## config.mk

```make
export PLATFORM = sky130hd
export DESIGN_NAME = egress_demux
export DESIGN_NICKNAME = d
export VERILOG_FILES = /design/src/verilog/router_pkg.sv /design/src/verilog/egress_demux.sv
export SDC_FILE = /design/constraint.sdc
export NUM_CORES = 1
export LEC_CHECK = 0
export BUFFER_PORTS_ARGS = -buffer_cell sky130_fd_sc_hd__buf_2
export CAP_MARGIN = 20
export CELL_PAD_IN_SITES_DETAIL_PLACEMENT = 0
export CELL_PAD_IN_SITES_GLOBAL_PLACEMENT = 1
export CORE_ASPECT_RATIO = 0.9
export CORE_MARGIN = 10
export CORE_UTILIZATION = 39
export DETAILED_ROUTE_END_ITERATION = 10
export PLACE_DENSITY = 0.8
export REMOVE_ABC_BUFFERS = 1
export SKIP_LAST_GASP = 1
export SLEW_MARGIN = 20
export SYNTH_ARGS = -nofsm -noshare
export SYNTH_HDL_FRONTEND = slang
export SYNTH_SLANG_ARGS = --single-unit
```

## constraint.sdc

```tcl
create_clock -name phys_port_clk_ifc -period 5.4 [get_ports phys_port_clk_ifc]
set_clock_uncertainty 0.15 [all_clocks]
set_input_delay 0.27 -clock phys_port_clk_ifc [delete_from_list [all_inputs] [get_ports phys_port_clk_ifc]]
set_output_delay 0.27 -clock phys_port_clk_ifc [all_outputs]
set_load 0.005 [all_outputs]
```

## src/verilog/router_pkg.sv

```systemverilog
/* Router shared types */

`default_nettype none

package router_pkg;

    ////////////////////////////////////////
    // Sizing

    // Single stream width for every port
    localparam int DATA_BYTES = 4;

    // Sizes the source tag
    localparam int MAX_PORTS = 8;

    localparam int CNT_WIDTH = 16;

    ////////////////////////////////////////
    // Types

    typedef logic [DATA_BYTES*8-1:0] word_t;

    typedef logic [DATA_BYTES-1:0] keep_t;

    // Saturating packet count
    typedef logic [CNT_WIDTH-1:0] cnt_t;

    typedef logic [$clog2(MAX_PORTS)-1:0] port_idx_t;

    typedef enum logic {
        ARB_IDLE   = 1'b0,
        ARB_PACKET = 1'b1
    } arb_state_t;

endpackage

`default_nettype wire

```

## src/verilog/egress_demux.sv

```systemverilog
/* Egress port demux */

`default_nettype none

module egress_demux #(
    parameter int NUM_PORTS = 4
) (
    input  logic                                phys_port_clk_ifc,
    input  logic                                rst,
    input  router_pkg::word_t                   core_tdata,
    input  router_pkg::keep_t                   core_tkeep,
    input  logic                                core_tlast,
    input  logic                                core_tvalid,
    input  router_pkg::port_idx_t               core_src,
    output logic                                core_tready,
    output router_pkg::word_t [NUM_PORTS-1:0]   egr_tdata,
    output router_pkg::keep_t [NUM_PORTS-1:0]   egr_tkeep,
    output logic [NUM_PORTS-1:0]                egr_tlast,
    output logic [NUM_PORTS-1:0]                egr_tvalid,
    input  logic [NUM_PORTS-1:0]                egr_tready,
    output logic [NUM_PORTS-1:0]                pkt_out
);

    import router_pkg::*;

    localparam int IDX_W = $clog2(NUM_PORTS);

    logic [IDX_W-1:0]     sel;
    logic [NUM_PORTS-1:0] load;

    // Slot free or draining this cycle
    assign sel         = core_src[IDX_W-1:0];
    assign core_tready = !egr_tvalid[sel] || egr_tready[sel];

    always_comb begin
        for (int i = 0; i < NUM_PORTS; i++) begin
            load[i] = core_tvalid && core_tready && (core_src == port_idx_t'(i));
        end
    end

    always_ff @(posedge phys_port_clk_ifc) begin
        if (rst) begin
            egr_tvalid <= '0;
        end else begin
            for (int i = 0; i < NUM_PORTS; i++) begin
                if (load[i]) begin
                    egr_tvalid[i] <= 1'b1;
                end else if (egr_tready[i]) begin
                    egr_tvalid[i] <= 1'b0;
                end
            end
        end
    end

    always_ff @(posedge phys_port_clk_ifc) begin
        for (int i = 0; i < NUM_PORTS; i++) begin
            if (load[i]) begin
                egr_tdata[i] <= core_tdata;
                egr_tkeep[i] <= core_tkeep;
                egr_tlast[i] <= core_tlast;
            end
        end
    end

    assign pkt_out = egr_tvalid & egr_tready & egr_tlast;

endmodule

`default_nettype wire

```

==> results of run 1 <==
## kinds of logic after synthesis
| kind of cell | synth area share (%) |
|---|---|
| AO/OA/AOI/OAI | 0.506 |
| flip-flops | 96.4 |
| buffers and inverters | 0.0799 |
| AND/OR/NAND/NOR | 2.56 |
| multiplexers | 0.480 |
## synth_stat cells
library cell,count
and3_1,4
edfxtp_1,148
inv_1,1
o32ai_1,1
nor4b_1,1
mux4_2,1
nor2b_1,3
or4b_1,1
dfxtp_1,4
nand4b_1,1
nand4bb_1,1
a21oi_1,3
nand2b_1,6
## cell type report
class	instances	area, sq um	share of cell area [%]
Clock buffer	18	429	6.13
Clock inverter	13	168	2.39
Inverter	1	3.75	0.0536
Multi-Input combinational cell	22	195	2.79
Sequential cell	152	4520	64.6
Tap cell	156	195	2.79
Timing Repair Buffer	245	1490	21.2
## power groups by stage
stage / Clock, uW / Sequential, uW / Combinational (uW)
2_1_floorplan: 0 / 1350 / 11.6
3_3_place_gp: 0 / 1350 / 69.0
3_5_place_dp: 0 / 1350 / 74.7
4_1_cts: 1210 / 1320 / 96.0
5_1_grt: 1250 / 1330 / 107
6_report: 1180 / 1320 / 96.8
## stage by stage
stage,hold slack [ns],instances,util [%],instance area (sq um)
final,0.0444,607,60.3,7000
after global routing,0.0395,607,60.3,7000
after CTS,0.0282,605,59.8,6950
after detailed placement,0.340,536,51.4,5970
after global placement,0.332,535,51.1,5940
after floorplan,0.189,175,-,4690
## path summary, 6_finish.rpt
check	endpoint	slack (ns)	cells past startpoint
hold / removal	egr_tvalid[2]$_SDFFE_PP0P_	0.04	2
setup / recovery	egr_tdata[25]$_DFFE_PP_	3.46	4
hold reg to reg	egr_tvalid[0]$_SDFFE_PP0P_	0.39	2
setup reg to reg	egr_tdata[25]$_DFFE_PP_	3.61	3
## per-layer routing
metal	vias up	part of all wire (%)	global-route usage (%)
met5	-	0	0
met4	0	0.86	5.44
met3	11	12	7.00
met2	130	53	24.1
met1	1294	35	13.2
li1	1242	-	-
## worst register-to-register path, cell delays in order (launching register included)
cell and delay (ns):
dfxtp_1 0.31, nand2b_1 0.11, nor2b_4 0.68, buf_16 0.24
## sequential cells by signal, indices dropped and copies added, names as in the netlist
| register | count |
|---|---|
| egr_tdata | 128 |
| egr_tkeep | 16 |
| egr_tlast | 4 |
| egr_tvalid | 4 |
## cell usage in the layout (no fill, tap or decap)
cell type	synthesis	routed
buf_2	0	203
edfxtp_1	148	148
dlygate4sd3_1	0	38
clkbuf_16	0	17
nand2b_1	6	6
inv_6	0	5
and3_1	4	4
dfxtp_1	4	4
nor2b_4	0	3
a21oi_1	3	3
bufinv_16	0	3
buf_16	0	3
clkinvlp_4	0	2
clkinv_2	0	2
nand4b_1	1	1
inv_1	1	1
nor4b_2	0	1
nand4bb_1	1	1
or4b_1	1	1
mux4_2	1	1
o32ai_1	1	1
clkbuf_1	0	1
clkinv_4	0	1
buf_4	0	1
==> flow_summary.yaml, run 1 <==
timing:
  worst_pin_slew_ns: 0.791
  fin_setup_tns_ns: 0
  hold_viol: 0
  grt_setup_unrepaired: "false"
  max_freq_ghz: 0.515
  finalCritPeriodShare_pct: 36.0
  setup_violations: 0
  slew_violations: 0
  period_minus_slack_ns: 1.94
  setup_ws_ns: 3.46
  slew_headroom_pct: 47.2
clocking:
  cts_buffers: 17
  clk_path_buf_depth: 2
  path_clk_slew_ns: 0.06
  clk_latency_ns: 0.41
  root_buffer: "clkbuf_16"
  h-tree-depth: 4
  holdBufCountCts: 38
  tritoncts: "built"
  cts_sinks: 152
  cts_setup_buffers: 0
  cts_resized: 0
global_route:
  grt_pass1_vias: 3036
  grt_antenna_before_repair: 0
  grt_pass1_wl_microns: 17300
  overflow: 0
  track_usage_pct: 13.6
  grt_max_degree: 38
worst_setup_path:
  arrival_ns: 1.90
  critPathBufInv: 2
  startpoint_type: "input pin"
  worstReg2RegStart: "egr_tvalid[0]$_SDFFE_PP0P_"
  crit_start: "core_src[0]"
  cp_slowest_cell: "nor2b_4"
  crit_family: "simple AND/OR/NAND/NOR gates"
  cp.required_ns: 5.36
  path_cells: "buf_2, or4b_1, nor2b_4, buf_16"
  worstSetupPathType: "input pin to register"
  cpPeakStageDelay_ns: 0.66
  path_max_fanout: 23
  setup.worst_path.end_class: "register"
synth:
  yosysWarnings: 0
  synth-seq-cells: 152
  synth_area_leaders: "edfxtp_1 (95%), dfxtp_1 (1.7%), nand2b_1 (0.80%)"
  syn_inst: 175
  synth_top_area_share_pct: 94.7
  syn_area_sq_um: 4690
  postSynthAreaPerCell_sq_um: 26.8
  yosysUniqueCellTypes: 13
  yosysSeqAreaShare_pct: 96.4
  yosys.area.top_type: "edfxtp_1"
power_and_ir_drop:
  seq_power_share_pct: 50.8
  power.combinational.fraction_pct: 3.7
  clock_power_share_pct: 45.5
  ir_worst_vdd_uv: 199
  power.density_nw_per_um2: 372
  power_leakage_uw: 0.00276
  intPower_uw: 2100
  switching_power_uw: 507
  swShare_pct: 19.5
  power_uw: 2610
placement:
  place_ws_ns: 2.86
  gp_congestion: 0.738
  hpwl_microns: 8110
  io_buffer_count: 203
run:
  drv_cap: 0
routing:
  drtIter0Drc: 186
  firstDrtPassIters: 4
  drc: 0
  wirelength_microns: 11700
  wire_per_inst_microns: 19.2
  vias_per_cell: 4.41
  ant_nets: 0
  route.vias.total: 2677
floorplan:
  rows: 37
  die_h_microns: 124
  core-area_sq_um: 11600
  start_util_pct: 40.4
  dieArea_sq_um: 16800
  die_x_microns: 136
  ios: 204
layout:
  antenna_cells: 0
  nFillCells: 868
  synthToLayoutAreaGrowth_pct: 49.1
  final_nets: 486
  drive_gt1_share_pct: 53.7
hold_path:
  hold_class: "input pin to register"
  hp-start: "core_src[0]"
run_status:
  status: "finished clean"
(Power assumes the default switching activity.)
==> run 2, diff against run 1 <==
- CORE_UTILIZATION: 39 -> 35
- PLACE_DENSITY: 0.8 -> 0.76
- clock period: 5.4 -> 1.7 ns (I/O delays scaled with it)
==> run 2 against run 1 <==
  * Sequential power grew to 3.2 times the previous value
  * Final cell count grew 4.4%
  * Worst setup slack lost 3.4 ns
  * Non-clock buffer count grew 16
  * Sequential share of layout area shrank 1.2 points
  * Count of clock-buffer cells in the layout grew 3
  * Cell area grew 2.1%
  * Via count grew 2.7%
  * Critical path type is now register to output pin
  * Largest power group unchanged
==> flow_summary.yaml, run 2 (synthesized netlist as in run 1, its figures left out) <==
layout:
  antenna_cells: 0
  largest_reg_flops: 128
  final_common_cell: "buf_2"
  final_nets: 502
  drive_gt1_share_pct: 53.9
  regMostFlops: "egr_tdata"
  reg.largest.list: "egr_tdata: 128 flops, egr_tkeep: 16 flops"
  layout_common_cells: "buf_2 (203), edfxtp_1 (148), dlygate4sd3_1 (46)"
  synthToLayoutAreaGrowth_pct: 52.2
placement:
  io_buffer_count: 203
  gp_congestion: 0.757
  hpwl_microns: 8680
  place_ws_ns: 0.0219
floorplan:
  die_h_microns: 130
  start_util_pct: 35.4
  core-area_sq_um: 13300
  ios: 204
  dieArea_sq_um: 18500
  die_x_microns: 142
  rows: 40
timing:
  slew_headroom_pct: 77.7
  whs_ns: 0.162
  period_minus_slack_ns: 1.65
  setup_ws_ns: 0.0480
  hold_viol: 0
  finalCritPeriodShare_pct: 97.2
  grt_setup_unrepaired: "true"
  max_freq_ghz: 0.605
  worst_pin_slew_ns: 0.333
  setup_violations: 0
  slew_violations: 0
  fin_setup_tns_ns: 0
worst_setup_path:
  arrival_ns: 1.42
  worstSetupPathType: "register to output pin"
  setup.worst_path.end_class: "output pin"
  startpoint_type: "register"
  cp.required_ns: 1.46
  path_max_fanout: 3
routing:
  wirelength_microns: 11900
  firstDrtPassIters: 4
  vias_per_cell: 4.34
  ant_nets: 0
  route.vias.total: 2750
  wire_per_inst_microns: 18.8
  drtIter0Drc: 100
  drc: 0
global_route:
  overflow: 0
  track_usage_pct: 12.7
  grt_antenna_before_repair: 0
  grt_max_degree: 24
  grt_pass1_wl_microns: 17700
  grt_pass1_vias: 3055
run_status:
  status: "finished clean"
clocking:
  cts_buffers: 17
  path_clk_slew_ns: 0.05
  h-tree-depth: 4
  tritoncts: "built"
  cts_sinks: 152
  clk_latency_ns: 0.41
  root_buffer: "clkbuf_16"
  clk_path_buf_depth: 2
power_and_ir_drop:
  ir_worst_vdd_uv: 812
  power_leakage_uw: 0.00282
  power.density_nw_per_um2: 1120
  power_uw: 7990
run:
  drv_cap: 0
hold_path:
  hold_class: "input pin to register"
[run 2: area by class of cell]
type                            count  area, sq um
Sequential cell                   152         4530
Timing Repair Buffer              261         1630
Inverter                            1         3.75
Clock inverter                      9          104
Clock buffer                       21          440
Multi-Input combinational cell     22          226
Tap cell                          168          210
Fill cell                        1074         6120
[run 2: path summary, 6_finish.rpt]
kind	slack, ns	from	to	cells after the start
max	0.05	egr_tvalid[1]$_SDFFE_PP0P_	core_tready	3
min	0.16	core_src[0]	egr_tlast[2]$_DFFE_PP_	4
min reg2reg	0.73	egr_tvalid[3]$_SDFFE_PP0P_	egr_tdata[103]$_DFFE_PP_	3
max reg2reg	0.21	egr_tvalid[2]$_SDFFE_PP0P_	egr_tdata[73]$_DFFE_PP_	3
[run 2: what timing repair did]
item,in CTS,in global routing
gates resized for setup,4,5
pin swaps,0,0
buffers inserted,3,0
hold buffers,46,0
endpoints found under the setup margin,1,15
endpoints found under the hold margin,152,0
[run 2: critical path, cell delays in order, from the launching register on]
cell      delay (ns)
dfxtp_4         0.36
nand2b_4        0.05
mux4_2          0.45
buf_2           0.14
[run 2: through the flow]
step / instance area (sq um) / util, % / cells
final: 7150 / 53.9 / 634
after global routing: 7150 / 53.9 / 634
after CTS: 7120 / 53.7 / 634
after detailed placement: 6080 / 45.8 / 555
after global placement: 6080 / 45.8 / 555
after floorplan: 4690 / - / 175
[run 2: routing by layer]
layer	vias to the layer above	track usage (%)	wire, microns
met4	0	4.32	158
met1	1310	13.3	4450
li1	1267	-	-
met3	16	8.43	1620
met2	157	20.3	5690
met5	-	0	0
[run 2: where the power goes]
| part | switching (uW) | total (uW) | internal (uW) | leakage [uW] |
|---|---|---|---|---|
| Combinational | 157 | 329 | 171 | 0.00119 |
| Sequential | 18.5 | 4210 | 4190 | 0.00138 |
| Clock | 1320 | 3450 | 2130 | 0.000254 |
| Total | 1500 | 7990 | 6490 | 0.00282 |
