[src/verilog/router_pkg.sv]
/* Router shared types */

`default_nettype none

package router_pkg;

    ////////////////////////////////////////
    // Sizing

    // Single stream width for every port
    localparam int DATA_BYTES = 4;

    // Sizes the source tag
    localparam int MAX_PORTS = 8;

    localparam int CNT_WIDTH = 16;

    ////////////////////////////////////////
    // Types

    typedef logic [DATA_BYTES*8-1:0] word_t;

    typedef logic [DATA_BYTES-1:0] keep_t;

    // Saturating packet count
    typedef logic [CNT_WIDTH-1:0] cnt_t;

    typedef logic [$clog2(MAX_PORTS)-1:0] port_idx_t;

    typedef enum logic {
        ARB_IDLE   = 1'b0,
        ARB_PACKET = 1'b1
    } arb_state_t;

endpackage

`default_nettype wire

[src/verilog/port_fifo.sv]
/* Port ingress buffer */

`default_nettype none

module port_fifo #(
    parameter int NUM_PORTS  = 4,
    parameter int FIFO_DEPTH = 16
) (
    input  logic              phys_port_clk_ifc,
    input  logic              rst,
    input  logic              enable,
    input  router_pkg::word_t ing_tdata,
    input  router_pkg::keep_t ing_tkeep,
    input  logic              ing_tlast,
    input  logic              ing_tvalid,
    output logic              ing_tready,
    output router_pkg::word_t buf_tdata,
    output router_pkg::keep_t buf_tkeep,
    output logic              buf_tlast,
    output logic              buf_tvalid,
    input  logic              buf_tready,
    output logic              pkt_in
);

    import router_pkg::*;

    localparam int AW = $clog2(FIFO_DEPTH);

    word_t         mem_data [FIFO_DEPTH];
    keep_t         mem_keep [FIFO_DEPTH];
    logic          mem_last [FIFO_DEPTH];
    logic [AW-1:0] wr_ptr;
    logic [AW-1:0] rd_ptr;
    logic [AW:0]   count;
    logic          wr_en;
    logic          rd_en;

    if (NUM_PORTS < 2 || NUM_PORTS > MAX_PORTS) begin : g_bad_port_count
        $error("port_fifo: NUM_PORTS outside 2..MAX_PORTS");
    end

    // Disabled port sinks everything
    assign ing_tready = !enable || (count != (AW+1)'(FIFO_DEPTH));
    assign wr_en      = ing_tvalid && ing_tready && enable;
    assign rd_en      = buf_tvalid && buf_tready;

    // First word falls through
    assign buf_tvalid = (count != '0);
    assign buf_tdata  = mem_data[rd_ptr];
    assign buf_tkeep  = mem_keep[rd_ptr];
    assign buf_tlast  = mem_last[rd_ptr];

    always_ff @(posedge phys_port_clk_ifc) begin
        if (wr_en) begin
            mem_data[wr_ptr] <= ing_tdata;
            mem_keep[wr_ptr] <= ing_tkeep;
            mem_last[wr_ptr] <= ing_tlast;
        end
    end

    always_ff @(posedge phys_port_clk_ifc) begin
        if (rst) begin
            wr_ptr <= '0;
            rd_ptr <= '0;
            count  <= '0;
            pkt_in <= 1'b0;
        end else begin
            if (wr_en) begin
                wr_ptr <= wr_ptr + 1'b1;
            end
            if (rd_en) begin
                rd_ptr <= rd_ptr + 1'b1;
            end
            case ({wr_en, rd_en})
                2'b10:   count <= count + 1'b1;
                2'b01:   count <= count - 1'b1;
                default: ;
            endcase
            // Stored packet end
            pkt_in <= wr_en && ing_tlast;
        end
    end

endmodule

`default_nettype wire

[config.mk]
export PLATFORM = sky130hd
export DESIGN_NAME = port_fifo
export DESIGN_NICKNAME = d
export VERILOG_FILES = /design/src/verilog/router_pkg.sv /design/src/verilog/port_fifo.sv
export SDC_FILE = /design/constraint.sdc
export NUM_CORES = 1
export LEC_CHECK = 0
export BUFFER_PORTS_ARGS = -buffer_cell sky130_fd_sc_hd__buf_2
export CORE_MARGIN = 3
export CORE_UTILIZATION = 45
export DETAILED_ROUTE_END_ITERATION = 16
export PLACE_DENSITY_LB_ADDON = 0.08
export SLEW_MARGIN = 20
export SYNTH_ARGS = -nofsm -noshare
export SYNTH_HDL_FRONTEND = slang
export SYNTH_SLANG_ARGS = --single-unit
[constraint.sdc]
create_clock -name phys_port_clk_ifc -period 11.58 [get_ports phys_port_clk_ifc]
set_clock_uncertainty 0.15 [all_clocks]
set_input_delay 0.579 -clock phys_port_clk_ifc [delete_from_list [all_inputs] [get_ports phys_port_clk_ifc]]
set_output_delay 0.579 -clock phys_port_clk_ifc [all_outputs]
set_load 0.01 [all_outputs]
==> flow_summary.toml, run 1 <==
[timing]
setup_viol = 0
rsz0062_at_grt = "false"
fmax_mhz = 208
slew-limit-headroom_pct = 31.9
final.setup.tns_ps = 0
finalCritPeriodShare_pct = 41.5
hold_viol = 0
slew_viol_final = 0
tightest_slew_ps = 1020
period_needed_ps = 4800

[finish]
layout_common_cells = "edfxtp_1, mux4_2, buf_2"
mostFrequentLayoutCell = "edfxtp_1"
seq_area_mm2 = 0.0181
n_fill_cell = 4022
area_growth_pct = 14.2
finalNetCount = 1202
instances_no_fill = 1871
layout-drive-gt1-share_pct = 30.7
multiInputGateArea_mm2 = 0.00483

[critical_path]
critPathMaxStageDelay_ps = 830
slowest_stage = "buf_4"
cp-start-kind = "register"
arrival_ps = 4080
cp_top_family = "buffers and inverters"
path_max_fanout = 44
cp.required_ps = 10850
end_kind = "output port"
path_cells = "buf_4 > buf_4 > mux4_2 > a22oi_1 > nand2_1 > buf_2"
crit_type = "register to output port"
critPathBufInv = 3
path_common_cell = "buf_4"

[floorplan]
die_w_um = 233
die_area_mm2 = 0.0542
core_mm2 = 0.0505
io_pins = 82
num_rows = 82
initial_core_util_pct = 45.9
die_h_um = 233

[clock_tree]
numCtsBuffers = 66
cts_root_buffer = "clkbuf_16"
cts_setup_buffers = 0
tritoncts = "done"
postCtsResizedCells = 0
cts.sinks = 610
hold_buffers = 0
cts_buffer_depth = 3
path_clk_slew_ps = 60
htree_num_levels = 3
worstSkewPairLatency_ps = 580

[yosys]
ys_async_sr_fraction_pct = 0
ys.warnings.count = 0
synth-simple-area-share_pct = 2.04
synth-compound-area-share_pct = 2.91
yosys_register_bits = 610
syn_inst = 1032
netlist_area_mm2 = 0.0232
synth_ff_type = "edfxtp_1"
synth_mux_area_share_pct = 14.5
synth_top_family_by_area = "multiplexers"
synth_cell_types = 43
synth_edf_count = 592
synth_fp_nets = 1083
synth_xor_area_share_pct = 0.340
synth_fa_ha_area_share_pct = 0.486
synth_sequential_area_ratio_pct = 78.3
synth_area_per_cell_um2 = 22.4

[route]
drt_iter0_drc = 960
dr.pass1.iters = 5
ant_nets = 0
drt-total-wl_um = 51800
vias_per_cell = 5.74
routedWlPerCell_um = 27.7
drc = 0
vias = 10700

[power]
p_leak_nw = 8.32
p_total_w = 0.00533
peakVddDrop_uv = 125
power_density_mw_per_mm2 = 201

[place]
io_buffers = 81
post-dp-hpwl_um = 25000
dp_cells = 1755
routabilityCongestion = 0.691

[flow_run]
max-cap-violations = 0

[min_path]
min_path_type = "input port to register"

[global_route]
overflow = 0
antenna_found_initial = 4
grt_max_degree = 67
grt_pass1_wl_um = 76500
grt_pass1_vias = 11400
grt_util_all_layers_pct = 19.7

[status]
status = "complete, no violations"
==> Yosys cell counts, drive strengths merged (2+ instances only) <==
cell type / instances / area, um2
nand3: 4 / 20.0
xnor2: 2 / 17.5
dfxtp: 18 / 360
mux2i: 3 / 30.0
o211ai: 2 / 15.0
a21oi: 2 / 10.0
o21ai: 3 / 18.8
or4: 2 / 18.8
buf: 34 / 215
ha: 9 / 113
clkbuf: 23 / 86.3
nand2b: 3 / 18.8
nor3b: 3 / 22.5
nor2b: 2 / 12.5
nor3: 6 / 30.0
xor2: 7 / 61.3
a22oi: 74 / 556
mux4: 148 / 3330
a221oi: 2 / 17.5
inv: 6 / 22.5
nor2: 25 / 93.8
edfxtp: 592 / 17800
nand2: 47 / 176
==> per-stage QoR <==
step	setup WS (ps)	utilization, %	cell area (um2)	hold slack, ps
floorplan	7210	-	23200	335
global placement	7150	48.4	24500	394
detailed placement	7150	48.4	24500	388
CTS	6520	52.4	26500	184
global route	6330	52.4	26500	190
finish	6780	52.4	26500	211
==> power breakdown <==
| group | internal, W | switching, W |
|---|---|---|
| Clock | 0.00116 | 0.000814 |
| Combinational | 0.000432 | 0.000415 |
| Sequential | 0.00246 | 0.0000564 |
==> metal layers <==
| layer | vias to the layer above | wire [um] | part of all wire, % | track usage [%] |
|---|---|---|---|---|
| met2 | 277 | 25000 | 48 | 31.5 |
| met4 | 4 | 1120 | 2.2 | 4.79 |
| met5 | - | 21 | 0.041 | 0 |
| met1 | 5747 | 22900 | 44 | 28.1 |
| li1 | 4612 | - | - | - |
| met3 | 93 | 2790 | 5.4 | 4.10 |
==> cell type report <==
cell class / instances / area share (%)
Antenna cell: 1 / 0.00946
Clock buffer: 88 / 6.79
Clock inverter: 27 / 0.790
Inverter: 6 / 0.0851
Multi-Input combinational cell: 359 / 18.3
Sequential cell: 610 / 68.6
Tap cell: 672 / 3.18
Timing Repair Buffer: 108 / 2.30
==> flip-flops by register name, indices dropped and copies added, names as in the netlist, named ones only <==
register  cells
mem_last     16
pkt_in        1
mem_keep     64
count         5
mem_data    512
wr_ptr        4
rd_ptr        4
==> worst paths after layout <==
check,start,endpoint,slack (ps),depth (start not counted)
min reg2reg,rd_ptr[1]$_SDFFE_PP0P_,register,400,2
max,register,buf_tdata[17],6780,6
min,ing_tdata[21],mem_data[2][21]$_DFFE_PP_,210,1
max reg2reg,count[1]$_SDFFE_PP0P_,count[4]$_SDFFE_PP0P_,8060,10
==> worst register-to-register path: cells and delay by family (launching register included) <==
| kind | cells | cell delay (ps) |
|---|---|---|
| AND/OR/NAND/NOR | 3 | 1170 |
| flip-flops | 1 | 380 |
| XOR/XNOR | 1 | 190 |
| AO/OA/AOI/OAI | 3 | 810 |
| buffers and inverters | 1 | 200 |
| adder cells (fa/ha/maj) | 2 | 560 |
==> kinds of logic after synthesis <==
| logic type | after synthesis |
|---|---|
| fa+ha+maj | 9 |
| buf+inv | 63 |
| mux | 151 |
| xor+xnor | 9 |
| flops | 610 |
| simple gates | 102 |
| compound gates | 88 |
(Power assumes the default switching activity.)
==> run 2: changes to the inputs <==
==> constraint.sdc (replaced) <==
create_clock -name phys_port_clk_ifc -period 4.6 [get_ports phys_port_clk_ifc]
set_clock_uncertainty 0.15 [all_clocks]
set_input_delay 0.23 -clock phys_port_clk_ifc [delete_from_list [all_inputs] [get_ports phys_port_clk_ifc]]
set_output_delay 0.23 -clock phys_port_clk_ifc [all_outputs]
set_load 0.01 [all_outputs]
==> run 2 against run 1 <==
  * Critical path depth increased by 4
  * Sequential share of layout area fell by 1.0 points
  * Largest cell class unchanged
  * Via count up 0.54%
  * Die area is the same
  * Global-route usage fell by 0.32 points
  * Wire length fell by 1.3%
  * Hold slack better by 180 ps
==> flow_summary.toml, run 2 (synthesis gave the netlist of run 1 again) <==
[status]
status = "complete, no violations"

[global_route]
grt_max_degree = 54
antenna_found_initial = 0
overflow = 0
grt_pass1_vias = 11400
grt_util_all_layers_pct = 19.4
grt_pass1_wl_um = 77000

[clock_tree]
cts_buffer_depth = 3
worstSkewPairLatency_ps = 590
cts.sinks = 610
htree_num_levels = 2
cts_root_buffer = "clkbuf_16"
path_clk_slew_ps = 60
numCtsBuffers = 61
tritoncts = "done"
cts_setup_buffers = 0

[finish]
largest_reg_flops = 512
mostFrequentLayoutCell = "edfxtp_1"
finalNetCount = 1248
num_antenna_cells = 0
top_register = "mem_data"
layout-drive-gt1-share_pct = 29.7
area_growth_pct = 16.0
layout_common_cells = "edfxtp_1, mux4_2, buf_2"
reg.largest.list = "mem_data (512), mem_keep (64), mem_last (16)"

[min_path]
min_path_type = "register to register"

[timing]
slew_viol_final = 0
slew-limit-headroom_pct = 31.0
finalCritPeriodShare_pct = 76.8
setup_ws_ps = 1070
final.setup.tns_ps = 0
hold_viol = 0
period_needed_ps = 3530
rsz0062_at_grt = "false"
setup_viol = 0
tightest_slew_ps = 1030
fmax_mhz = 283

[place]
post-dp-hpwl_um = 28300
io_buffers = 81
routabilityCongestion = 0.752
dp_slack_ps = 1120

[floorplan]
io_pins = 82
die_w_um = 233
num_rows = 82
initial_core_util_pct = 45.9
die_area_mm2 = 0.0542
core_mm2 = 0.0505
die_h_um = 233

[power]
peakVddDrop_uv = 272
p_leak_nw = 8.47
power_density_mw_per_mm2 = 493

[critical_path]
arrival_ps = 3920
cp.required_ps = 4980
path_max_fanout = 10
end_kind = "register"
crit_type = "register to register"
cp-start-kind = "register"

[route]
dr.pass1.iters = 5
vias = 10800
drc = 0
drt-total-wl_um = 51100
drt_iter0_drc = 1000
routedWlPerCell_um = 26.7
ant_nets = 0
vias_per_cell = 5.63

[flow_run]
max-cap-violations = 0
run 2: final timing paths:
path	cells past startpoint	start	slack, ps	to
hold / removal	2	rd_ptr[3]$_SDFFE_PP0P_	400	register
setup reg to reg	10	count[0]$_SDFFE_PP0P_	1070	count[4]$_SDFFE_PP0P_
setup / recovery	10	count[0]$_SDFFE_PP0P_	1070	count[4]$_SDFFE_PP0P_
hold reg to reg	2	rd_ptr[3]$_SDFFE_PP0P_	400	register
run 2: what timing repair did:
| action | 4_1_cts | 5_1_grt |
|---|---|---|
| hold endpoints to repair | 610 | 0 |
| hold buffers | 42 | 0 |
| gates resized for setup | 0 | 0 |
| endpoints found under the setup margin | 0 | 0 |
run 2: per-stage QoR:
step	std cells	hold slack, ps	power (W)	utilization (%)	cell area, um2
2_1_floorplan	1032	179	0.00811	-	23200
3_3_place_gp	1764	370	0.00875	48.7	24600
3_5_place_dp	1764	374	0.00876	48.7	24600
4_1_cts	1917	360	0.0134	53.2	26900
5_1_grt	1917	401	0.0138	53.2	26900
6_report	1917	395	0.0133	53.2	26900
run 2: power breakdown:
group / switching [W] / internal [W]
Clock: 0.00201 / 0.00263
Combinational: 0.00107 / 0.00117
Sequential: 0.000189 / 0.00618
Total: 0.00327 / 0.00999
run 2: final cells by class:
cell class,instances,area [um2]
Fill cell,3979,23600
Multi-Input combinational cell,359,4830
Tap cell,672,841
Clock buffer,80,1620
Sequential cell,610,18100
Timing Repair Buffer,159,1170
Inverter,6,22.5
Clock inverter,31,233
run 2: worst max-delay path, stage by stage, from the launching register on:
cell      delay (ps)
dfxtp_1          370
nor4_1           610
a31oi_1          380
inv_1            200
ha_1             370
xor2_1           180
ha_1             180
a21oi_1           70
a221oi_1         390
or4b_1           480
nand3_1           90
run 2: routing by layer:
| metal | up-vias | wire length, um | share of wire [%] | track usage, % |
|---|---|---|---|---|
| met5 | - | 0 | 0 | 0 |
| met4 | 0 | 837 | 1.6 | 4.60 |
| met2 | 245 | 24700 | 48 | 31.0 |
| li1 | 4707 | - | - | - |
| met3 | 65 | 2380 | 4.7 | 3.10 |
| met1 | 5774 | 23200 | 45 | 28.4 |
