[src/verilog/router_pkg.sv]
/* Router shared types */

`default_nettype none

package router_pkg;

    ////////////////////////////////////////
    // Sizing

    // Single stream width for every port
    localparam int DATA_BYTES = 4;

    // Sizes the source tag
    localparam int MAX_PORTS = 8;

    localparam int CNT_WIDTH = 16;

    ////////////////////////////////////////
    // Types

    typedef logic [DATA_BYTES*8-1:0] word_t;

    typedef logic [DATA_BYTES-1:0] keep_t;

    // Saturating packet count
    typedef logic [CNT_WIDTH-1:0] cnt_t;

    typedef logic [$clog2(MAX_PORTS)-1:0] port_idx_t;

    typedef enum logic {
        ARB_IDLE   = 1'b0,
        ARB_PACKET = 1'b1
    } arb_state_t;

endpackage

`default_nettype wire

[src/verilog/packet_counters.sv]
/* Port packet counters */

`default_nettype none

module packet_counters #(
    parameter int NUM_PORTS = 4
) (
    input  logic                              phys_port_clk_ifc,
    input  logic                              rst,
    input  logic [NUM_PORTS-1:0]              pkt_in,
    input  logic [NUM_PORTS-1:0]              pkt_out,
    input  logic [NUM_PORTS-1:0]              cnt_clear,
    output router_pkg::cnt_t [NUM_PORTS-1:0]  ing_pkt_cnt,
    output router_pkg::cnt_t [NUM_PORTS-1:0]  egr_pkt_cnt
);

    ////////////////////////////////////////
    // Saturating counts, clear first

    always_ff @(posedge phys_port_clk_ifc) begin
        if (rst) begin
            ing_pkt_cnt <= '0;
            egr_pkt_cnt <= '0;
        end else begin
            for (int i = 0; i < NUM_PORTS; i++) begin
                if (cnt_clear[i]) begin
                    ing_pkt_cnt[i] <= '0;
                    egr_pkt_cnt[i] <= '0;
                end else begin
                    if (pkt_in[i] && (ing_pkt_cnt[i] != '1)) begin
                        ing_pkt_cnt[i] <= ing_pkt_cnt[i] + 1'b1;
                    end
                    if (pkt_out[i] && (egr_pkt_cnt[i] != '1)) begin
                        egr_pkt_cnt[i] <= egr_pkt_cnt[i] + 1'b1;
                    end
                end
            end
        end
    end

endmodule

`default_nettype wire

[config.mk]
export PLATFORM = sky130hd
export DESIGN_NAME = packet_counters
export DESIGN_NICKNAME = d
export VERILOG_FILES = /design/src/verilog/router_pkg.sv /design/src/verilog/packet_counters.sv
export SDC_FILE = /design/constraint.sdc
export NUM_CORES = 1
export LEC_CHECK = 0
export ABC_AREA = 1
export BUFFER_PORTS_ARGS = -buffer_cell sky130_fd_sc_hd__buf_4
export CORE_UTILIZATION = 50
export CTS_CLUSTER_DIAMETER = 30
export DETAILED_ROUTE_END_ITERATION = 10
export HOLD_SLACK_MARGIN = 0.03
export MAX_ROUTING_LAYER = met4
export PLACE_DENSITY_LB_ADDON = 0.05
export SYNTH_ARGS = -nofsm -noshare
export SYNTH_HDL_FRONTEND = slang
export SYNTH_SLANG_ARGS = --single-unit
[constraint.sdc]
create_clock -name phys_port_clk_ifc -period 2.35 [get_ports phys_port_clk_ifc]
set_clock_uncertainty 0.05 [all_clocks]
set_input_delay 0.705 -clock phys_port_clk_ifc [delete_from_list [all_inputs] [get_ports phys_port_clk_ifc]]
set_output_delay 0.705 -clock phys_port_clk_ifc [all_outputs]
set_load 0.01 [all_outputs]
==> results of run 1 <==
-- power breakdown --
| group | leakage [nW] | internal [mW] | switching [mW] |
|---|---|---|---|
| Combinational | 2.43 | 0.0746 | 0.116 |
| Sequential | 1.03 | 2.18 | 0.0154 |
| Clock | 0.269 | 1.50 | 0.922 |
-- worst min-delay path, stage by stage, from the launching register on --
cell	delay, ps
dfxtp_1	330
nor2_1	100
nor2_1	50
-- registers in the layout (all words and copies together), names as in the netlist --
| name | flops |
|---|---|
| ing_pkt_cnt | 64 |
| egr_pkt_cnt | 64 |
-- metrics by stage --
step | cell area, µm² | utilization
final | 9120 | 0.630
after detailed placement | 8580 | 0.593
after global placement | 8580 | 0.593
after floorplan | 7390 | -
after CTS | 9120 | 0.630
after global routing | 9120 | 0.630
-- layer usage --
metal	wire length, µm	track usage	part of all wire
met1	8840	0.323	0.48
met2	8370	0.409	0.46
met3	886	0.0481	0.048
met4	238	0.0791	0.013
met5	0	-	0
-- cell type report --
type / instances / share of cell area
tap: 184 / 0.0253
sequential: 128 / 0.281
timing repair buffer: 146 / 0.120
inverter: 112 / 0.0461
clock inverter: 7 / 0.00659
multi-input combinational: 957 / 0.469
clock buffer: 25 / 0.0522
-- cells in the final DEF, fill, tap and decap left out, types with 2 or more instances in the layout --
cell type	netlist	layout
nand2_2	8	8
nor2_1	323	319
o21ai_0	14	14
nor3_1	12	12
nand3_1	107	107
a21oi_2	2	2
nand3b_1	9	9
a21oi_1	71	71
clkbuf_16	0	17
dfxtp_1	128	128
nand3_2	4	4
nand4_1	18	18
nand2_1	335	335
buf_4	0	146
o21ai_1	2	2
clkbuf_1	7	6
clkbuf_8	0	2
nand3_4	3	3
nor2_4	6	6
ha_1	8	8
inv_1	106	106
clkinv_2	0	6
and2_1	5	5
inv_2	6	6
a21boi_1	2	2
nor2_2	23	27
-- how the worst min path moves through the flow --
| stage | to | depth (start not counted) | startpoint |
|---|---|---|---|
| after floorplan | egr_pkt_cnt[12] | 2 | egr_pkt_cnt[12] |
| after global placement | ing_pkt_cnt[9] | 2 | ing_pkt_cnt[9] |
| after detailed placement | ing_pkt_cnt[46] | 2 | ing_pkt_cnt[46] |
| after CTS | ing_pkt_cnt[33] | 2 | ing_pkt_cnt[33] |
| after global routing | egr_pkt_cnt[33] | 2 | egr_pkt_cnt[33] |
| final | ing_pkt_cnt[9] | 2 | ing_pkt_cnt[9] |
-- synthesized netlist by cell type --
| cell | n |
|---|---|
| a21boi_0 | 1 |
| a21boi_1 | 2 |
| a21oi_1 | 71 |
| a21oi_2 | 2 |
| and2_1 | 5 |
| buf_2 | 11 |
| buf_6 | 6 |
| clkbuf_1 | 7 |
| dfxtp_1 | 128 |
| ha_1 | 8 |
| inv_1 | 106 |
| inv_2 | 6 |
| nand2_1 | 335 |
| nand2_2 | 8 |
| nand3_1 | 107 |
| nand3_2 | 4 |
| nand3_4 | 3 |
| nand3b_1 | 9 |
| nand4_1 | 18 |
| nand4_4 | 1 |
| nor2_1 | 323 |
| nor2_2 | 23 |
| nor2_4 | 6 |
| nor2_8 | 1 |
| nor3_1 | 12 |
| nor4_1 | 1 |
| o21a_1 | 1 |
| o21ai_0 | 14 |
| o21ai_1 | 2 |
-- kinds of logic after synthesis --
family	count (synthesis)	synth area share
simple gates	856	0.498
fa+ha+maj	8	0.0135
flops	128	0.347
buf+inv	136	0.0770
compound gates	93	0.0653
==> out/qor.yml, run 1 <==
status:
  outcome: "finished, violations left"
  violations: "DRC"
cts:
  cts_sinks: 128
  hold_buffers: 0
  numCtsBuffers: 17
  cts_resized: 0
  cts_setup_buffers: 0
  clock_latency_ps: 420
  cts_max_level: 4
  root_buffer: "clkbuf_16"
  cts_tree: "built"
  path_clk_slew_ps: 50
  clock_path_buffers: 2
sta:
  slew_violations: 0
  hold_violations: 0
  setup_ws_ps: 472
  slew_headroom: 0.596
  holdWs_ps: 477
  setup_violations: 0
  fmax_mhz: 532
  rsz0062_at_grt: "false"
  finalCriticalPeriod_ps: 1880
  fin_setup_tns_ps: 0
  fin_crit_sh: 0.799
  worst_pin_slew_ps: 606
min_path:
  hold_path_class: "reg2reg"
global_routing:
  grt_max_degree: 33
  grt_use_total: 0.254
  grt_pass1_wl_um: 30500
  grt_overflow: 0
  antenna_found_initial: 0
  first_global_vias: 6755
floorplanning:
  die_h_um: 124
  row_count: 44
  dieArea_um2: 15300
  start_util: 0.511
  core_um2: 14500
  ios: 142
  die_x_um: 124
critical_path:
  crit_end: "ing_pkt_cnt[25]"
  crit_family: "simple AND/OR/NAND/NOR gates"
  reg2reg_depth: 8
  worstPathArrival_ps: 2130
  timing.critical_path.mode_cell: "nand2_1"
  critPathLaunch: "ing_pkt_cnt[16]"
  cp_cell_sequence: "ha_1 -> nand3_1 -> nor2_1 -> nand3_2 -> nand2_1 -> nand2_1 -> nand2_1 -> nor2_1"
  startpoint_type: "flop"
  required_ps: 2600
  slowest_delay_ps: 390
  cp-end-kind: "flop"
  crit_cells: 8
  setup.worst_path.class: "reg2reg"
  r2r_setup_slack_ps: 470
  rr_startpoint: "ing_pkt_cnt[16]"
  critPathBufInv: 0
  r2r-end: "ing_pkt_cnt[25]"
  slowest_stage: "dfxtp_1"
  path_max_fanout: 23
synth:
  syn_nets: 1243
  syn_avg_cell_area_um2: 6.06
  synth_top_area_cell: "dfxtp_1"
  synthDistinctLibCells: 29
  syn-cell-area_um2: 7390
  synthCells: 1221
  yosys_register_bits: 128
  ys_top_cells_by_area: "dfxtp_1 (35%), nand2_1 (17%), nor2_1 (16%), nand3_1 (7.2%), inv_1 (5.4%)"
  ys_seq_area_frac: 0.347
  synth_top_area_frac: 0.347
  yosys_warnings: 0
run:
  maxCapViolCount: 0
drt:
  drt-initial-drc-count: 531
  vias: 7862
  drt_first_pass_iters: 8
  wl_um: 18300
  viasPerCell: 5.04
  post-route-drc-count: 1
  wl_per_cell_um: 11.8
  ant_nets: 0
pwr:
  ir_drop_uv: 535
  p_leak_nw: 3.73
  finalPower_mw: 4.81
  power.density_nw_per_um2: 528
placement:
  dpl.cell_count: 1527
  port_buffers: 141
  place_congestion: 0.901
  place_hpwl_um: 13300
  dp_slack_ps: 476
layout:
  nFillCells: 1453
  num_antenna_cells: 0
  synthToLayoutAreaGrowth_pct: 23.3
  regArea_um2: 2560
  drive_gt1_frac: 0.167
  final_cells: 1559
  multi_input_area_um2: 4270
  fin_nets: 1384
Power figures use the tool's default switching activity.
==> inputs of run 2 (changes only) <==
--- a/config.mk
+++ b/config.mk
@@ -5,9 +5,9 @@
 export SDC_FILE = /design/constraint.sdc
 export NUM_CORES = 1
 export LEC_CHECK = 0
-export ABC_AREA = 1
+export ABC_AREA = 0
 export BUFFER_PORTS_ARGS = -buffer_cell sky130_fd_sc_hd__buf_4
-export CORE_UTILIZATION = 50
+export CORE_UTILIZATION = 49
 export CTS_CLUSTER_DIAMETER = 30
 export DETAILED_ROUTE_END_ITERATION = 10
 export HOLD_SLACK_MARGIN = 0.03
==> constraint.sdc (replaced) <==
create_clock -name phys_port_clk_ifc -period 1.7 [get_ports phys_port_clk_ifc]
set_clock_uncertainty 0.05 [all_clocks]
set_input_delay 0.51 -clock phys_port_clk_ifc [delete_from_list [all_inputs] [get_ports phys_port_clk_ifc]]
set_output_delay 0.51 -clock phys_port_clk_ifc [all_outputs]
set_load 0.01 [all_outputs]
==> run 2 against run 1 <==
Net effect: the flow finishes with violations (setup timing); power increased by 37%; sequential cell count stayed put; combinational power is 59% higher; fmax increased by 7.1%; synthesized area down 12%; sequential share of layout area fell by 2.1 points; utilization grew 17 points; worst hold slack worse by 160 ps; global-route usage rose by 5.2 points; design area is 13% higher; critical path type unchanged; largest power group unchanged; highest routed layer unchanged.
==> out/qor.yml, run 2 <==
status:
  outcome: "finished, violations left"
  violations: "setup timing"
drt:
  wl_per_cell_um: 17.1  # +45%
  viasPerCell: 6.11  # +21%
  vias: 7796  # -0.84%
  ant_nets: 0  # unchanged
  drt-initial-drc-count: 505  # -4.9%
  wl_um: 21800  # +19%
  post-route-drc-count: 0  # -1
  drt_first_pass_iters: 5  # -3
cts:
  cts_max_level: 4  # unchanged
  cts_tree: "built"
  path_clk_slew_ps: 60  # about the same
  numCtsBuffers: 17  # unchanged
  clock_latency_ps: 430  # about the same
  clock_path_buffers: 2  # unchanged
  root_buffer: "clkbuf_16"
  cts_sinks: 128  # unchanged
  hold_buffers: 0  # unchanged
placement:
  place_hpwl_um: 14700  # +11%
  place_area_um2: 9070  # +5.7%
  dp_slack_ps: -200  # -676 ps
  port_buffers: 141  # unchanged
  place_congestion: 0.913  # +1.4%
floorplanning:
  die_x_um: 117  # -5.2%
  core_um2: 12800  # -12%
  dieArea_um2: 13700  # -10%
  row_count: 41  # -6.8%
  ios: 142  # unchanged
  start_util: 0.508  # -0.00216
  die_h_um: 117  # -5.2%
critical_path:
  required_ps: 1970  # -630 ps
  cp-end-kind: "flop"
  path_max_fanout: 3  # -87%
  slowest_stage: "or4_4"
  worstPathArrival_ps: 2020  # -110 ps
  setup.worst_path.class: "reg2reg"
  startpoint_type: "flop"
  slowest_delay_ps: 490  # +100 ps
  cp_cell_sequence: "ha_4 -> nand4_1 -> or3_4 -> or4_4 -> o211a_1"
sta:
  fmax_mhz: 570  # +7.1%
  setup_violations: 2  # +2
  slew_violations: 0  # unchanged
  rsz0062_at_grt: "true"
  fin_setup_tns_ps: -61.6  # -61.6 ps
  setup_ws_ps: -53.4  # -525 ps
  hold_violations: 0  # unchanged
  finalCriticalPeriod_ps: 1750  # -125 ps
  worst_pin_slew_ps: 480  # -126 ps
  slew_headroom: 0.680  # +0.0841
  fin_crit_sh: 1.03  # +0.232
synth:
  synth.top_cells.by_count: "dfxtp_1 (128), nand2_1 (61), a21oi_1 (56), nand3_1 (56), nor2_1 (44)"
  async_flop_share: 0  # unchanged
  synth_enable_flop_cells: 0  # unchanged
  synth_top_area_cell: "dfxtp_1"
  synthCells: 768  # -37%
  synthDistinctLibCells: 52  # +79%
  synth_top_area_frac: 0.395  # +0.0479
  ys_seq_area_frac: 0.395  # +0.0479
  syn_nets: 790  # -36%
  yosys_warnings: 0  # unchanged
  yosysMostFrequentCell: "dfxtp_1"
  synth_ff_type: "dfxtp_1"
  yosys_register_bits: 128  # unchanged
  syn_avg_cell_area_um2: 8.46  # +40%
  syn-cell-area_um2: 6490  # -12%
  ys_top_cells_by_area: "dfxtp_1 (39%), a21oi_1 (4.3%), nand3_1 (4.3%), or3_1 (3.8%), nand2_1 (3.5%)"
global_routing:
  first_global_vias: 7197  # +6.5%
  grt_max_degree: 22  # -33%
  grt_overflow: 0  # unchanged
  grt_use_total: 0.307  # +0.0521
  grt_pass1_wl_um: 32300  # +6.0%
  antenna_found_initial: 0  # unchanged
pwr:
  p_leak_nw: 4.17  # +12%
  ir_drop_uv: 1090  # +100%
  power.density_nw_per_um2: 643  # +22%
layout:
  fin_area_um2: 10300  # +13%
  nFillCells: 836  # -42%
  final_common_cell: "buf_4"
  multi_input_area_um2: 4310  # +0.94%
  num_antenna_cells: 0  # unchanged
  top_regs: "egr_pkt_cnt x64, ing_pkt_cnt x64"
  synthToLayoutAreaGrowth_pct: 58.1
  regArea_um2: 2670  # +4.3%
  drive_gt1_frac: 0.471  # +0.304
  fin_nets: 1113  # -20%
  final_cell_mix: "buf_4 (321), dfxtp_1 (62), nand2_1 (59)"
min_path:
  hold_path_class: "in2reg"
run:
  maxCapViolCount: 0  # unchanged
[run 2: where the power goes]
part	leakage [nW]	total, mW	switching, mW	internal (mW)
sequential	1.07	3.02	0.0160	3.00
clock	0.256	3.29	1.36	1.92
combinational	2.84	0.303	0.169	0.134
total	4.17	6.61	1.55	5.06
[run 2: critical path: cells and delay by family, from the launching register on]
family,cells,cell delay (ps)
flops,1,360
simple gates,3,980
fa+ha+maj,1,130
compound gates,1,130
[run 2: what timing repair did]
| action | 4_1_cts | 5_1_grt |
|---|---|---|
| pin swaps | 5 | 25 |
| setup buffers | 0 | 19 |
| gates cloned | 0 | 1 |
| setup endpoints to repair | 27 | 89 |
| resized for setup | 22 | 125 |
[run 2: cell families after synthesis]
kind of cell,share of synthesized area
adders and majority gates,0.0154
xor gates and xnor gates,0.0189
muxes,0.0139
DFF,0.395
AOI/OAI and AO/OA,0.219
and+or+nand+nor,0.313
buffers and inverters,0.0256
[run 2: layout make-up]
| class | instances | area share |
|---|---|---|
| Timing Repair Buffer | 327 | 0.241 |
| Clock inverter | 10 | 0.00609 |
| Sequential cell | 128 | 0.260 |
| Inverter | 18 | 0.00658 |
| Tap cell | 172 | 0.0210 |
| Clock buffer | 22 | 0.0452 |
| Multi-Input combinational cell | 599 | 0.420 |
[run 2: layer usage]
layer / part of all wire / wire length, µm / vias up / global-route usage
met4: 0.023 / 507 / 0 / 0.130
met1: 0.42 / 9080 / 3742 / 0.359
met5: 0 / 0 / - / -
met3: 0.057 / 1250 / 57 / 0.0778
li1: - / - / 3696 / -
met2: 0.50 / 11000 / 301 / 0.500
[run 2: final timing paths]
kind / from / end / slack [ps] / cells after the start
setup / recovery: ing_pkt_cnt[1] / ing_pkt_cnt[14] / -50 / 5
hold reg to reg: egr_pkt_cnt[43] / egr_pkt_cnt[43] / 420 / 1
hold / removal: cnt_clear[0] / egr_pkt_cnt[9] / 320 / 3
setup reg to reg: ing_pkt_cnt[1] / ing_pkt_cnt[14] / -50 / 5
[run 2: stage by stage]
stage / cells / hold slack, ps / total power [mW] / util
detailed placement: 1225 / 459 / 3.36 / 0.710
finish: 1276 / 316 / 6.61 / 0.804
global route: 1276 / 308 / 6.81 / 0.804
CTS: 1257 / 308 / 6.62 / 0.757
floorplan: 768 / 434 / 3.21 / -
global placement: 1225 / 440 / 3.36 / 0.710
==> inputs of run 3 (changes only) <==
--- a/config.mk
+++ b/config.mk
@@ -6,13 +6,15 @@
 export NUM_CORES = 1
 export LEC_CHECK = 0
 export ABC_AREA = 0
-export BUFFER_PORTS_ARGS = -buffer_cell sky130_fd_sc_hd__buf_4
+export BUFFER_PORTS_ARGS = -buffer_cell sky130_fd_sc_hd__buf_2
+export CORE_ASPECT_RATIO = 1.4
 export CORE_UTILIZATION = 49
 export CTS_CLUSTER_DIAMETER = 30
 export DETAILED_ROUTE_END_ITERATION = 10
 export HOLD_SLACK_MARGIN = 0.03
 export MAX_ROUTING_LAYER = met4
 export PLACE_DENSITY_LB_ADDON = 0.05
+export RECOVER_POWER = 25
 export SYNTH_ARGS = -nofsm -noshare
 export SYNTH_HDL_FRONTEND = slang
 export SYNTH_SLANG_ARGS = --single-unit
==> run 3 against run 2 <==
Net effect: the flow still finishes with violations (setup timing); count of clock-buffer cells in the layout fell by 1; global-route usage fell by 0.99 points; worst hold slack improved by 31 ps; setup slack got worse by 21 ps; sequential cell count did not move; clock power rose by 10%; design area fell by 4.1%; fmax fell by 1.2%; wire length fell by 2.8%.
==> out/qor.yml, run 3 (synthesis results as in run 2) <==
global_routing:
  grt_pass1_wl_um: 32700  # +1.3%
  first_global_vias: 7192  # -0.069%
  antenna_found_initial: 0  # unchanged
  grt_max_degree: 22  # unchanged
  grt_use_total: 0.297  # -0.00988
  grt_overflow: 0  # unchanged
drt:
  ant_nets: 0  # unchanged
  vias: 7753  # -0.55%
  viasPerCell: 6.21  # +1.7%
  post-route-drc-count: 0  # unchanged
  wl_um: 21200  # -2.8%
  drt-initial-drc-count: 278  # -45%
  wl_per_cell_um: 17.0  # -0.62%
  drt_first_pass_iters: 5  # unchanged
floorplanning:
  start_util: 0.504  # -0.00400
  die_h_um: 138  # +18%
  die_x_um: 99.3  # -15%
  core_um2: 12900  # +0.79%
  dieArea_um2: 13700  # about the same
  ios: 142  # unchanged
  row_count: 49  # +20%
sta:
  finalCriticalPeriod_ps: 1770  # +21.3 ps
  fmax_mhz: 563  # -1.2%
  setup_ws_ps: -74.8  # -21.3 ps
  setup_violations: 11  # +9
  worst_pin_slew_ps: 459  # -21.7 ps
  hold_violations: 0  # unchanged
  slew_headroom: 0.694  # +0.0144
  fin_crit_sh: 1.04  # +0.0126
  slew_violations: 0  # unchanged
  fin_setup_tns_ps: -431  # -370 ps
  rsz0062_at_grt: "true"
  holdWs_ps: 347  # +30.7 ps
layout:
  final_cell_mix: "buf_4 (168), buf_2 (139), dfxtp_1 (77)"
  final_cells: 1248  # -2.2%
  top_regs: "egr_pkt_cnt x64, ing_pkt_cnt x64"
  synthToLayoutAreaGrowth_pct: 51.7
  nFillCells: 958  # +15%
  final_common_cell: "buf_4"
  drive_gt1_frac: 0.446  # -0.0254
  num_antenna_cells: 0  # unchanged
  utilization: 0.765  # -0.0389
  fin_nets: 1104  # -0.81%
pwr:
  power.density_nw_per_um2: 705  # +9.5%
  p_leak_nw: 4.12  # -1.2%
  ir_drop_uv: 445  # -59%
critical_path:
  setup.worst_path.class: "reg2reg"
  cp_cell_sequence: "ha_4 -> nand4_1 -> or3_4 -> or4_4 -> o211a_1"
  path_max_fanout: 2  # -1
  r2r_setup_slack_ps: -70  # -20 ps
  slowest_stage: "or4_4"
  required_ps: 1960  # about the same
  startpoint_type: "flop"
  cp-end-kind: "flop"
  worstPathArrival_ps: 2030  # about the same
  slowest_delay_ps: 480  # about the same
cts:
  root_buffer: "clkbuf_16"
  cts_tree: "built"
  numCtsBuffers: 17  # unchanged
  clock_path_buffers: 2  # unchanged
  path_clk_slew_ps: 60  # about the same
  cts_max_level: 4  # unchanged
  hold_buffers: 0  # unchanged
  clock_latency_ps: 420  # about the same
  cts_sinks: 128  # unchanged
status:
  violations: "setup timing"
  outcome: "finished, violations left"
placement:
  place_hpwl_um: 14500  # -1.0%
  port_buffers: 141  # unchanged
  dpl.cell_count: 1195  # -2.4%
  place_congestion: 0.884  # -3.2%
min_path:
  hold_path_class: "in2reg"
run:
  maxCapViolCount: 0  # unchanged
[run 3: cell type report]
type                            count  area [µm²]  area share
Timing Repair Buffer              318        2080       0.211
Sequential cell                   128        2650       0.269
Tap cell                          153         191      0.0194
Inverter                           18        67.6     0.00686
Multi-Input combinational cell    599        4280       0.435
Clock buffer                       21         440      0.0447
Clock inverter                     11         140      0.0142
[run 3: stage by stage]
stage	setup slack [ps]	total power [mW]	cell area (µm²)
after floorplan	-171	3.21	6650
after global placement	-174	3.35	8650
after detailed placement	-217	3.36	8650
after CTS	-81.4	6.97	9340
after global routing	-119	7.17	9850
final	-74.8	6.94	9850
[run 3: worst max-delay path, delay by kind of cell, from the launching register on]
family | cells | cell delay, ps
AOI/OAI and AO/OA | 1 | 140
and+or+nand+nor | 3 | 990
adders and majority gates | 1 | 130
DFF | 1 | 360
[run 3: path summary, 6_finish.rpt]
kind	from	endpoint	depth (start not counted)
worst max-delay path	ing_pkt_cnt[1]	ing_pkt_cnt[14]	5
worst min-delay path	cnt_clear[0]	egr_pkt_cnt[9]	3
worst max register to register	ing_pkt_cnt[1]	ing_pkt_cnt[14]	5
worst min register to register	ing_pkt_cnt[20]	ing_pkt_cnt[20]	1
[run 3: where the power goes]
group / internal, mW / switching, mW
Clock: 2.29 / 1.34
Combinational: 0.126 / 0.168
Sequential: 3.00 / 0.0131
[run 3: metal layers]
layer,track usage,vias up,routed length (µm),part of all wire
met3,0.0571,50,939,0.044
met4,0.0983,0,467,0.022
met2,0.553,262,11600,0.55
li1,-,3663,-,-
met1,0.306,3778,8210,0.39
met5,-,-,0,0
[run 3: timing repair]
item / 4_1_cts / 5_1_grt
setup buffers: 4 / 16
gates resized for setup: 29 / 105
pin swaps: 8 / 32
setup endpoints to repair: 27 / 79
cloned: 0 / 1
